--- src/logic/rs_pkg.sv ---
/*
  Shared widths, frame constants and coefficient tables for the 3/4
  polyphase resampler. Modules import it inside their bodies.
*/
package rs_pkg;

  // **************************************************
  // Word widths
  // **************************************************
  localparam int SAMPLE_W    = 8;          // Input sample width
  localparam int RESULT_W    = 9;          // Phase result and output width
  localparam int COEF_W      = 9;          // Sinc coefficient width
  localparam int ACC_W       = 18;         // Product sum, full-scale safe
  localparam int SCALE_SHIFT = 8;          // Coefficients scaled by 256

  // **************************************************
  // Frame constants
  // **************************************************
  localparam int NUM_TAPS          = 11;   // Filter length
  localparam int SAMPLES_PER_FRAME = 4;    // Inputs per frame
  localparam int FRAME_LEN         = 12;   // Clock cycles per frame
  localparam int OUT_SPACING       = 4;    // Cycles between output strobes
  localparam int CENTER_TAP        = 5;    // Pure delay phase tap
  localparam int CNT_W   = $clog2(FRAME_LEN);    // Frame counter width
  localparam int SPACE_W = $clog2(OUT_SPACING);  // Spacing counter width

  typedef logic signed [SAMPLE_W-1:0] sample_t;
  typedef logic signed [RESULT_W-1:0] result_t;
  typedef logic signed [COEF_W-1:0]   coef_t;

  typedef sample_t tap_vec_t  [0:NUM_TAPS-1];  // Tap 0 is newest
  typedef coef_t   coef_vec_t [0:NUM_TAPS-1];

  // Early sinc phase, tap 0 first
  localparam coef_vec_t PHASE0_COEF = '{
    -9'sd19,  9'sd26, -9'sd42,  9'sd106, 9'sd212, -9'sd53,
     9'sd29, -9'sd21,  9'sd16, -9'sd13,  9'sd11
  };

  // Late phase, mirror of the early one
  localparam coef_vec_t PHASE2_COEF = '{
     9'sd11, -9'sd13,  9'sd16, -9'sd21,  9'sd29, -9'sd53,
     9'sd212, 9'sd106, -9'sd42, 9'sd26, -9'sd19
  };

endpackage

--- src/logic/rs_ifaces.sv ---
/*
  Internal buses of the resampler. frame_if carries the gathered
  samples and the tap vector, phase_if the three phase results.
*/
`timescale 1ns/100ps

interface frame_if;
  import rs_pkg::*;

  sample_t  gathered [0:SAMPLES_PER_FRAME-1]; // Newest at index 0
  logic     frame_load;                       // Frame complete, load taps
  tap_vec_t taps;                             // Current tap line
  logic     taps_valid;                       // Taps just reloaded

  modport seq    (output frame_load);         // Frame sequencer side
  modport gather (output gathered);           // Input buffer side

  modport tapline (input  gathered,
                   input  frame_load,
                   output taps,
                   output taps_valid);

  modport bank   (input  taps,
                  input  taps_valid);

endinterface

interface phase_if;
  import rs_pkg::*;

  result_t early;       // Sinc phase 0
  result_t center;      // Delay phase
  result_t late;        // Sinc phase 2
  logic    phase_valid; // All three results fresh

  modport source (output early, output center, output late, output phase_valid);
  modport sink   (input  early, input  center, input  late, input  phase_valid);

endinterface

--- src/logic/rate_sequencer.sv ---
/*
  Frame sequencer. Counts the 12-cycle frame, opens an input slot every
  third cycle and waits there for a sample. Pulses frame_load once the
  fourth sample of a frame is accepted.
*/
`timescale 1ns/100ps

module rate_sequencer
(
  input  logic clk,
  input  logic reset,
  input  logic x_valid_i,     // Upstream offers a sample
  output logic x_ready_o,     // Input slot open
  output logic accept_o,      // Sample transfers this edge
  frame_if.seq frame
);
  import rs_pkg::*;

  logic [CNT_W-1:0] count;    // Frame position 0..11
  logic             slot;     // Count sits on an input slot
  logic             last;     // Final cycle of the frame
  logic             advance;  // Count moves this edge

  // **************************************************
  // Slot decode
  // **************************************************
  always_comb
  begin
    case (count)
      4'd2, 4'd5, 4'd8, 4'd11: slot = 1'b1;  // One slot per 3 cycles
      default:                 slot = 1'b0;
    endcase
  end

  assign last      = (count == CNT_W'(FRAME_LEN - 1));
  assign x_ready_o = slot;                  // From count only
  assign accept_o  = slot & x_valid_i;      // Handshake made here once
  assign advance   = ~slot | x_valid_i;     // Hold at a starved slot

  // **************************************************
  // Frame counter and load pulse
  // **************************************************
  always_ff @(posedge clk or posedge reset)
  begin
    if (reset)
    begin
      count            <= '0;
      frame.frame_load <= 1'b0;
    end
    else
    begin
      frame.frame_load <= last & accept_o;  // Fourth sample taken
      if (advance)
      begin
        if (last)
          count <= '0;                      // Wrap at end of frame
        else
          count <= count + 1'b1;
      end
    end
  end

endmodule

--- src/logic/input_gather.sv ---
/*
  Input gatherer. Shifts one sample in per accepted handshake and shows
  the four most recent samples, newest first, to the tap line.
*/
`timescale 1ns/100ps

module input_gather
(
  input  logic           clk,
  input  logic           reset,
  input  logic           accept_i,  // Handshake from sequencer
  input  rs_pkg::sample_t x_i,      // Offered sample
  frame_if.gather        frame
);
  import rs_pkg::*;

  sample_t gbuf [0:SAMPLES_PER_FRAME-1];  // Gather shift buffer

  always_ff @(posedge clk or posedge reset)
  begin
    if (reset)
    begin
      for (int i = 0; i < SAMPLES_PER_FRAME; i++)
      begin
        gbuf[i] <= '0;                    // Clear all entries
      end
    end
    else if (accept_i)
    begin
      for (int i = SAMPLES_PER_FRAME - 1; i > 0; i--)
      begin
        gbuf[i] <= gbuf[i-1];             // Age by one
      end
      gbuf[0] <= x_i;                     // Newest in front
    end
  end

  // Present buffer to the tap line
  always_comb
  begin
    for (int i = 0; i < SAMPLES_PER_FRAME; i++)
    begin
      frame.gathered[i] = gbuf[i];
    end
  end

endmodule

--- src/logic/tap_line.sv ---
/*
  Eleven-tap delay line. On each frame load the four gathered samples
  enter at taps 0..3 and the older taps move down by four.
*/
`timescale 1ns/100ps

module tap_line
(
  input  logic     clk,
  input  logic     reset,
  frame_if.tapline frame
);
  import rs_pkg::*;

  tap_vec_t tap_q;                          // Tap registers, 0 newest

  always_ff @(posedge clk or posedge reset)
  begin
    if (reset)
    begin
      for (int i = 0; i < NUM_TAPS; i++)
      begin
        tap_q[i] <= '0;
      end
      frame.taps_valid <= 1'b0;
    end
    else
    begin
      frame.taps_valid <= frame.frame_load; // One cycle behind load
      if (frame.frame_load)
      begin
        for (int i = 0; i < SAMPLES_PER_FRAME; i++)
        begin
          tap_q[i] <= frame.gathered[i];    // New block of four
        end
        for (int i = SAMPLES_PER_FRAME; i < NUM_TAPS; i++)
        begin
          tap_q[i] <= tap_q[i-SAMPLES_PER_FRAME];  // 0->4, 4->8 etc.
        end
      end
    end
  end

  assign frame.taps = tap_q;

endmodule

--- src/logic/polyphase_bank.sv ---
/*
  Polyphase bank. Two 11-tap sum-of-products sinc phases and the
  center-tap delay phase, registered together on the cycle after the
  tap line reloads.
*/
`timescale 1ns/100ps

module polyphase_bank
(
  input  logic    clk,
  input  logic    reset,
  frame_if.bank   frame,
  phase_if.source phase
);
  import rs_pkg::*;

  logic signed [ACC_W-1:0] acc_early;   // Phase 0 product sum
  logic signed [ACC_W-1:0] acc_late;    // Phase 2 product sum
  result_t                 early_d;     // Scaled and truncated
  result_t                 late_d;
  result_t                 center_d;    // Delay phase, no scaling

  // **************************************************
  // Sum of products
  // **************************************************
  always_comb
  begin
    acc_early = '0;
    acc_late  = '0;
    for (int i = 0; i < NUM_TAPS; i++)
    begin
      acc_early = acc_early
                + ACC_W'(PHASE0_COEF[i]) * ACC_W'(frame.taps[i]);  // Signed MAC
      acc_late  = acc_late
                + ACC_W'(PHASE2_COEF[i]) * ACC_W'(frame.taps[i]);
    end
  end

  // Divide by 256, then keep the low result bits
  assign early_d  = result_t'(acc_early >>> SCALE_SHIFT);
  assign late_d   = result_t'(acc_late >>> SCALE_SHIFT);
  assign center_d = result_t'(frame.taps[CENTER_TAP]);  // Sign extend

  // **************************************************
  // Result registers
  // **************************************************
  always_ff @(posedge clk or posedge reset)
  begin
    if (reset)
    begin
      phase.early       <= '0;
      phase.center      <= '0;
      phase.late        <= '0;
      phase.phase_valid <= 1'b0;
    end
    else
    begin
      phase.phase_valid <= frame.taps_valid;  // Strobe with the results
      if (frame.taps_valid)
      begin
        phase.early  <= early_d;
        phase.center <= center_d;
        phase.late   <= late_d;
      end
    end
  end

endmodule

--- src/logic/output_serializer.sv ---
/*
  Output serializer. Loads the three phase results, emits the late one
  at once, then center and early each OUT_SPACING cycles later, each
  with a single-cycle valid strobe.
*/
`timescale 1ns/100ps

module output_serializer
(
  input  logic            clk,
  input  logic            reset,
  phase_if.sink           phase,
  output rs_pkg::result_t y_o,        // Current output sample
  output logic            y_valid_o   // One-cycle strobe per sample
);
  import rs_pkg::*;

  result_t            obuf [0:2];     // 0 late, 1 center, 2 early
  logic [1:0]         pending;        // Results still to strobe
  logic [SPACE_W-1:0] space_cnt;      // Cycles to next strobe

  always_ff @(posedge clk or posedge reset)
  begin
    if (reset)
    begin
      for (int i = 0; i < 3; i++)
      begin
        obuf[i] <= '0;
      end
      pending   <= '0;
      space_cnt <= '0;
      y_valid_o <= 1'b0;
    end
    else if (phase.phase_valid)
    begin
      obuf[0]   <= phase.late;          // Shown immediately
      obuf[1]   <= phase.center;
      obuf[2]   <= phase.early;
      pending   <= 2'd2;
      space_cnt <= SPACE_W'(OUT_SPACING - 1);
      y_valid_o <= 1'b1;
    end
    else if ((pending != 2'd0) && (space_cnt == '0))
    begin
      obuf[0]   <= obuf[1];             // Shift toward output
      obuf[1]   <= obuf[2];
      pending   <= pending - 1'b1;
      space_cnt <= SPACE_W'(OUT_SPACING - 1);
      y_valid_o <= 1'b1;
    end
    else
    begin
      if (pending != 2'd0)
        space_cnt <= space_cnt - 1'b1;  // Wait out the spacing
      y_valid_o <= 1'b0;
    end
  end

  assign y_o = obuf[0];

endmodule

--- src/logic/rc_resampler_top.sv ---
/*
  Top level of the 3/4 polyphase sinc resampler. Four samples in per
  12-cycle frame over valid/ready, three strobed results out.
*/
`timescale 1ns/100ps

module rc_resampler_top
(
  input  logic            clk,
  input  logic            reset,          // Asynchronous, active high
  input  rs_pkg::sample_t x_i,            // Input sample
  input  logic            x_valid_i,
  output logic            x_ready_o,
  output rs_pkg::result_t y_o,            // Output sample
  output logic            y_valid_o
);

  logic    accept;                        // Input transfer this edge
  frame_if frame_bus ();                  // Gather, taps, load controls
  phase_if phase_bus ();                  // Phase results

  rate_sequencer rate_sequencer_inst
  (
    .clk       (clk),
    .reset     (reset),
    .x_valid_i (x_valid_i),
    .x_ready_o (x_ready_o),
    .accept_o  (accept),
    .frame     (frame_bus.seq)
  );

  input_gather input_gather_inst
  (
    .clk      (clk),
    .reset    (reset),
    .accept_i (accept),
    .x_i      (x_i),
    .frame    (frame_bus.gather)
  );

  tap_line tap_line_inst
  (
    .clk   (clk),
    .reset (reset),
    .frame (frame_bus.tapline)
  );

  polyphase_bank polyphase_bank_inst
  (
    .clk   (clk),
    .reset (reset),
    .frame (frame_bus.bank),
    .phase (phase_bus.source)
  );

  output_serializer output_serializer_inst
  (
    .clk       (clk),
    .reset     (reset),
    .phase     (phase_bus.sink),
    .y_o       (y_o),
    .y_valid_o (y_valid_o)
  );

endmodule

--- config.mk ---
export PLATFORM = sky130hd
export DESIGN_NAME = rc_resampler_top
export DESIGN_NICKNAME = d
export VERILOG_FILES = /design/src/logic/rs_pkg.sv /design/src/logic/rs_ifaces.sv /design/src/logic/rate_sequencer.sv /design/src/logic/input_gather.sv /design/src/logic/tap_line.sv /design/src/logic/polyphase_bank.sv /design/src/logic/output_serializer.sv /design/src/logic/rc_resampler_top.sv
export SDC_FILE = /design/constraint.sdc
export NUM_CORES = 2
export LEC_CHECK = 0
export BUFFER_PORTS_ARGS = -buffer_cell sky130_fd_sc_hd__buf_2
export CAP_MARGIN = 10
export CELL_PAD_IN_SITES_DETAIL_PLACEMENT = 1
export CELL_PAD_IN_SITES_GLOBAL_PLACEMENT = 1
export CORE_MARGIN = 3
export CORE_UTILIZATION = 50
export DETAILED_ROUTE_END_ITERATION = 6
export PLACE_DENSITY = 0.9
export RECOVER_POWER = 50
export SETUP_SLACK_MARGIN = 0.05
export SLEW_MARGIN = 5
export SYNTH_ARGS = -nofsm -noshare
export SYNTH_HDL_FRONTEND = slang
export SYNTH_SLANG_ARGS = --single-unit
--- constraint.sdc ---
create_clock -name clk -period 21.5 [get_ports clk]
set_input_delay 4.3 -clock clk [delete_from_list [all_inputs] [get_ports clk]]
set_output_delay 4.3 -clock clk [all_outputs]
set_load 0.03 [all_outputs]
Yosys cells after proc, flatten, opt, wreduce, memory -nomap -nowiden --
Cells that the tools add are included.
Word-level totals: register bits 185, input bits 11, output and inout bits 11
Operators by class: add/subtract/negate cells 23, $mul 19, eq/ne operators 4, multiplexer cells 11, bitwise logic cells 4, reduce and logical (&&, ||, !) cells 6
Operators with widths (number):
- adder 17 bit | 18
- multiplier 6 x 8 -> 14 bit, first input constant | 8
- multiplier 5 x 8 -> 13 bit, first input constant | 6
- multiplier 7 x 8 -> 15 bit, first input constant | 5
- 2-to-1 mux 18 bit | 2
- adder 17 x 12 -> 17 bit | 2
- 2-to-1 mux 2 bit | 5
- equality test 4 bit, second input constant | 2
- adder 4 x 1 -> 4 bit, second input constant | 1
- equality test 4 x 2 -> 1 bit, second input constant | 1
- equality test 4 x 3 -> 1 bit, second input constant | 1
- 2-to-1 mux 4 bit | 1
- nonzero test 2 bit | 2
- OR reduction 4 bit | 1
- subtractor 2 x 1 -> 2 bit, second input constant | 2
- 2-to-1 mux 1 bit | 3
- nonzero test 3 bit | 1
- bitwise AND 1 bit | 2
- logical NOT 2 bit | 1
- logical AND 1 bit | 1
- inverter 1 bit | 1
- bitwise OR 1 bit | 1

Longest topological paths before layout --
depth after elaboration 11, depth in mapped cells 33

By module --
From an unflattened synthesis, not the netlist that was laid out.
Second synthesis, totals: cell total of the unflattened synthesis 2962, area, all modules 31823.0 um^2
Modules (own cells, without submodules):
- polyphase_bank | instances 1, cells an instance 2536, area each 25226.7 um^2, seq. area each 675.6 um^2
- tap_line | instances 1, cells an instance 188, area each 3372.0 um^2, seq. area each 2227.1 um^2
- output_serializer | instances 1, cells an instance 129, area each 1485.2 um^2, seq. area each 800.8 um^2
- input_gather | instances 1, cells an instance 69, area each 1348.8 um^2, seq. area each 800.8 um^2
- rate_sequencer | instances 1, cells an instance 40, area each 390.4 um^2, seq. area each 125.1 um^2

Worst setup path after synthesis --
Ideal clock, no wire load.
kind register -> register, start point reg tap_line_inst.tap_q (netlist bit tap_line_inst.frame.taps[46]), end point reg polyphase_bank_inst.phase.late[8], arrival 8028 ps, data required time 21375 ps, slack 13347 ps, stages on the path, launching flop included 28, path buffers 0, period minus slack after synthesis 8153 ps, cells stage by stage dfrtp_1 -> ha_1 -> fa_1 -> inv_1 -> fa_1 -> fa_1 -> inv_1 -> ha_1 -> a21boi_0 -> o21ai_0 -> a21oi_1 -> o21a_1 -> o21ai_0 -> a211oi_1 -> a2111oi_0 -> fa_1 -> inv_1 -> fa_1 -> fa_1 -> fa_1 -> fa_1 -> ha_1 -> and3_1 -> a211oi_1 -> o21bai_1 -> a21oi_1 -> xnor3_1 -> mux2_4
Between the ends: cells in the longest elaborated chain, start to end 7
Ends and longest elaborated chain:
- from (decl) | RTL line tap_line.sv:15 | tap_vec_t tap_q;
- from (signal, indexed assignment) | RTL line tap_line.sv:34 | tap_q[i] <= frame.gathered[i];
- from (signal, indexed assignment) | RTL line tap_line.sv:38 | tap_q[i] <= tap_q[i-SAMPLES_PER_FRAME];
- multiplier 7 x 8 -> 15 bit | RTL line polyphase_bank.sv:35 | + ACC_W'(PHASE2_COEF[i]) * ACC_W'(frame.taps[i]);
- adder 17 bit (6 in a row) | RTL line polyphase_bank.sv:35
- to (signal assigned) | RTL line polyphase_bank.sv:63 | phase.late <= late_d;
- to (decl) | RTL line rs_ifaces.sv:36 | modport source (output early, output center, output late, output phase_valid);
No other way between the ends. A chain may end at the register's enable or synchronous reset.

Worst setup path after layout --
start point reg tap_line_inst.tap_q (netlist bit tap_line_inst.frame.taps[40]), end point reg polyphase_bank_inst.phase.late[8]
Same word-level chain as after synthesis.

==> metrics <==
total placed cells including tap cells=3970; fin crit share=44.64%; hold_buf cts=0; Worst Setup End Kind=flip-flop; yosys warns=0; cell area after placement=0.03242 mm2; Placeable Area=0.06194 mm2; Vias=23.53k; CP Launch Type=flip-flop; Ports=22; reg-to-reg endpoint=polyphase_bank_inst.phase.late[8]; Mapped Area=0.03137 mm2; largest net degree at the start of global routing=112; cell repeated most along the worst path=fa_1; total CTS buffers=17; die span in y=256.5 um; HPWL Detailed=89210 um; status=complete, but fails checks; Final nets=4196; Hold WS=0.4842 ns; gpl congestion=0.9484; H-tree Lvls=4; Clock Skews=0.02495 ns; layout overhead on the synthesized area=5.142%; Clk Latency, worst-skew pair=0.54 ns; Max Freq=0.1042 GHz; grt ovf=0; FILL cells=6911; Max Buffers Root-to-Sink=2; routed len/inst=28.13 um; CTS resizes=0; vias per cell=5.876; total die area=0.06577 mm2; std cell rows=91; clk root buf=clkbuf_16; Synth Area in Compound Gates=7.536%; fin. max-slew vios=374; Async SR Flop Fraction=100.0%; xor and xnor area share after synthesis=6.454%; Die X=256.5 um; initial antenna violation count=5; Syn Inst Count=3143; Worst R2R Start=tap_line_inst.frame.taps[40]; CP max-delay cell=a2111oi_0; main combinational cell family by area after synthesis=adder cells; final hold vios=0; FF+latch area=0.004629 mm2; CP peak stage delay=0.79 ns; EDFF count, synth=0; post-synthesis register bit count=185; Hold Path Cell Cnt=2; antenna-violating nets left=0; CP Data Arrival Time=10.01 ns; Synth Area per Inst=9.979 um2; Yosys cell types=57; final std cells w/o fill=4005; I/O Buffers=21; vias in the first global route=28.00k; # clock sinks=185; DRC=0; FF-to-FF setup slack=11.90 ns; routed wire length=112700 um; Reg clk slew, reported paths=0.08 ns; area of the multi-input gates=0.02325 mm2; first-pass GRT wire length=170700 um; unrepaired setup endpoints after global routing=false; Worst Hold Launch=output_serializer_inst.y_o[3]; Post-synth top flop=dfrtp_1; DRT iter0 DRCs=1839; Max Fanout on Critical Path=8; total track usage=35.17%; hold worst-path end=output_serializer_inst.y_o[3]; adder-cell share of the synthesized area=52.48%; max_cap viols=6; violated checks=max-capacitance violations, max-slew violations; setup TNS=0 ns; R2R depth=28; postcts setup bufs=0; kind of critical path=reg2reg; TritonRoute pass-1 iters=7; Tightest Pin Transition=5.965 ns; CTS tree=built; crit path time final=9.598 ns; Min-Delay Path Class=reg2reg; Syn Nets=4187; Simple-Gate Fraction of Synth Area=4.017%; initial core utilization=50.64%; Finished Cell Area=0.03298 mm2; Finish-stage setup viols=0; CP required=21.91 ns; Relative slew margins=-299.8%; portion of netlist area occupied by mux cells=3.646%; register area share after synthesis=14.76%; fraction of layout cells with a size suffix above 1=4.676%
synthesized netlist by cell type, types with 25 or more instances:
master      n  area, um2
o21bai_1   48      360.4
a21o_1     34      255.2
inv_1     877       3292
xor2_1     64      560.5
nand2_1   126      473.0
mux2i_1    25      250.2
dfrtp_1   185       4629
nor2_1     63      236.5
ha_1      562       7032
xnor2_1   157       1375
fa_1      471       9429
o21ai_0   148      740.7
a21oi_1   111      555.5
mux2_2     78      878.3
clkbuf_1   25      93.84
kinds of logic (layout without fill, tap and decap cells):
logic type,count (synthesis),in the layout
simple gates,281,281
compound gates,396,396
fa+ha+maj,1033,1033
xor+xnor,225,225
buf+inv,919,941
other cells,0,3
mux,104,104
flops,185,185
state kept, by name (all words and copies together), names as in the netlist, 4 cells and up:
register and count:
polyphase_bank_inst.phase.early 9, polyphase_bank_inst.phase.center 8, input_gather_inst.frame.gathered 32, tap_line_inst.frame.taps 88, output_serializer_inst.obuf 18, rate_sequencer_inst.count 4, polyphase_bank_inst.phase.late 9, output_serializer_inst.y_o 9
per-layer routing:
metal / up-vias / GRT usage (%) / routed length [um]
met5: - / 0 / 29
met4: 4 / 31.70 / 12760
met3: 682 / 10.17 / 9377
met2: 1232 / 58.16 / 52920
met1: 11900 / 36.27 / 37570
li1: 9715 / - / -
worst max-delay path by stage:
stage                                       from                                  end  slack, ns
finish              tap_line_inst.frame.taps[40]    polyphase_bank_inst.phase.late[8]      11.90
detailed placement  tap_line_inst.frame.taps[40]    polyphase_bank_inst.phase.late[8]      12.53
CTS                 tap_line_inst.frame.taps[40]    polyphase_bank_inst.phase.late[8]      12.09
global route        tap_line_inst.frame.taps[40]    polyphase_bank_inst.phase.late[8]      11.62
floorplan                                  reset  input_gather_inst.frame.gathered[0]      12.17
global placement    tap_line_inst.frame.taps[40]    polyphase_bank_inst.phase.late[8]      12.96
per-stage QoR:
| stage | utilization (%) | setup WS [ns] |
|---|---|---|
| 2_1_floorplan | - | 12.17 |
| 3_3_place_gp | 52.34 | 12.96 |
| 3_5_place_dp | 52.34 | 12.53 |
| 4_1_cts | 53.27 | 12.09 |
| 5_1_grt | 53.23 | 11.62 |
| 6_report | 53.24 | 11.90 |
cell usage in the layout (no fill, tap or decap), drive strengths merged, types with 64 or more instances in the layout:
cell   netlist  layout
dfrtp      185     185
ha         562     562
fa         471     471
inv        877     884
o21ai      151     151
a21oi      111     111
nand2      126     126
mux2        79      79
xor2        64      64
xnor2      159     159
worst max-delay path, delay by kind of cell, from the launching register on:
| kind | cells | cell delay (ns) |
|---|---|---|
| adder cells (fa/ha/maj) | 10 | 4.50 |
| AO/OA/AOI/OAI | 10 | 2.86 |
| flip-flops | 1 | 0.72 |
| buffers and inverters | 5 | 0.69 |
| XOR/XNOR | 1 | 0.26 |
| multiplexers | 1 | 0.26 |
| AND/OR/NAND/NOR | 1 | 0.22 |
final cells by class:
type	instances	share of cell area, %
inverter	878	9.997
sequential	185	14.04
clock inverter	14	0.4515
antenna	3	0.02276
multi-input combinational	2039	70.52
clock buffer	18	1.301
tap	837	3.176
timing repair buffer	31	0.4970
Power is not shown: default switching activity piles up to over one toggle a cycle in this logic, so the estimate is an artifact.
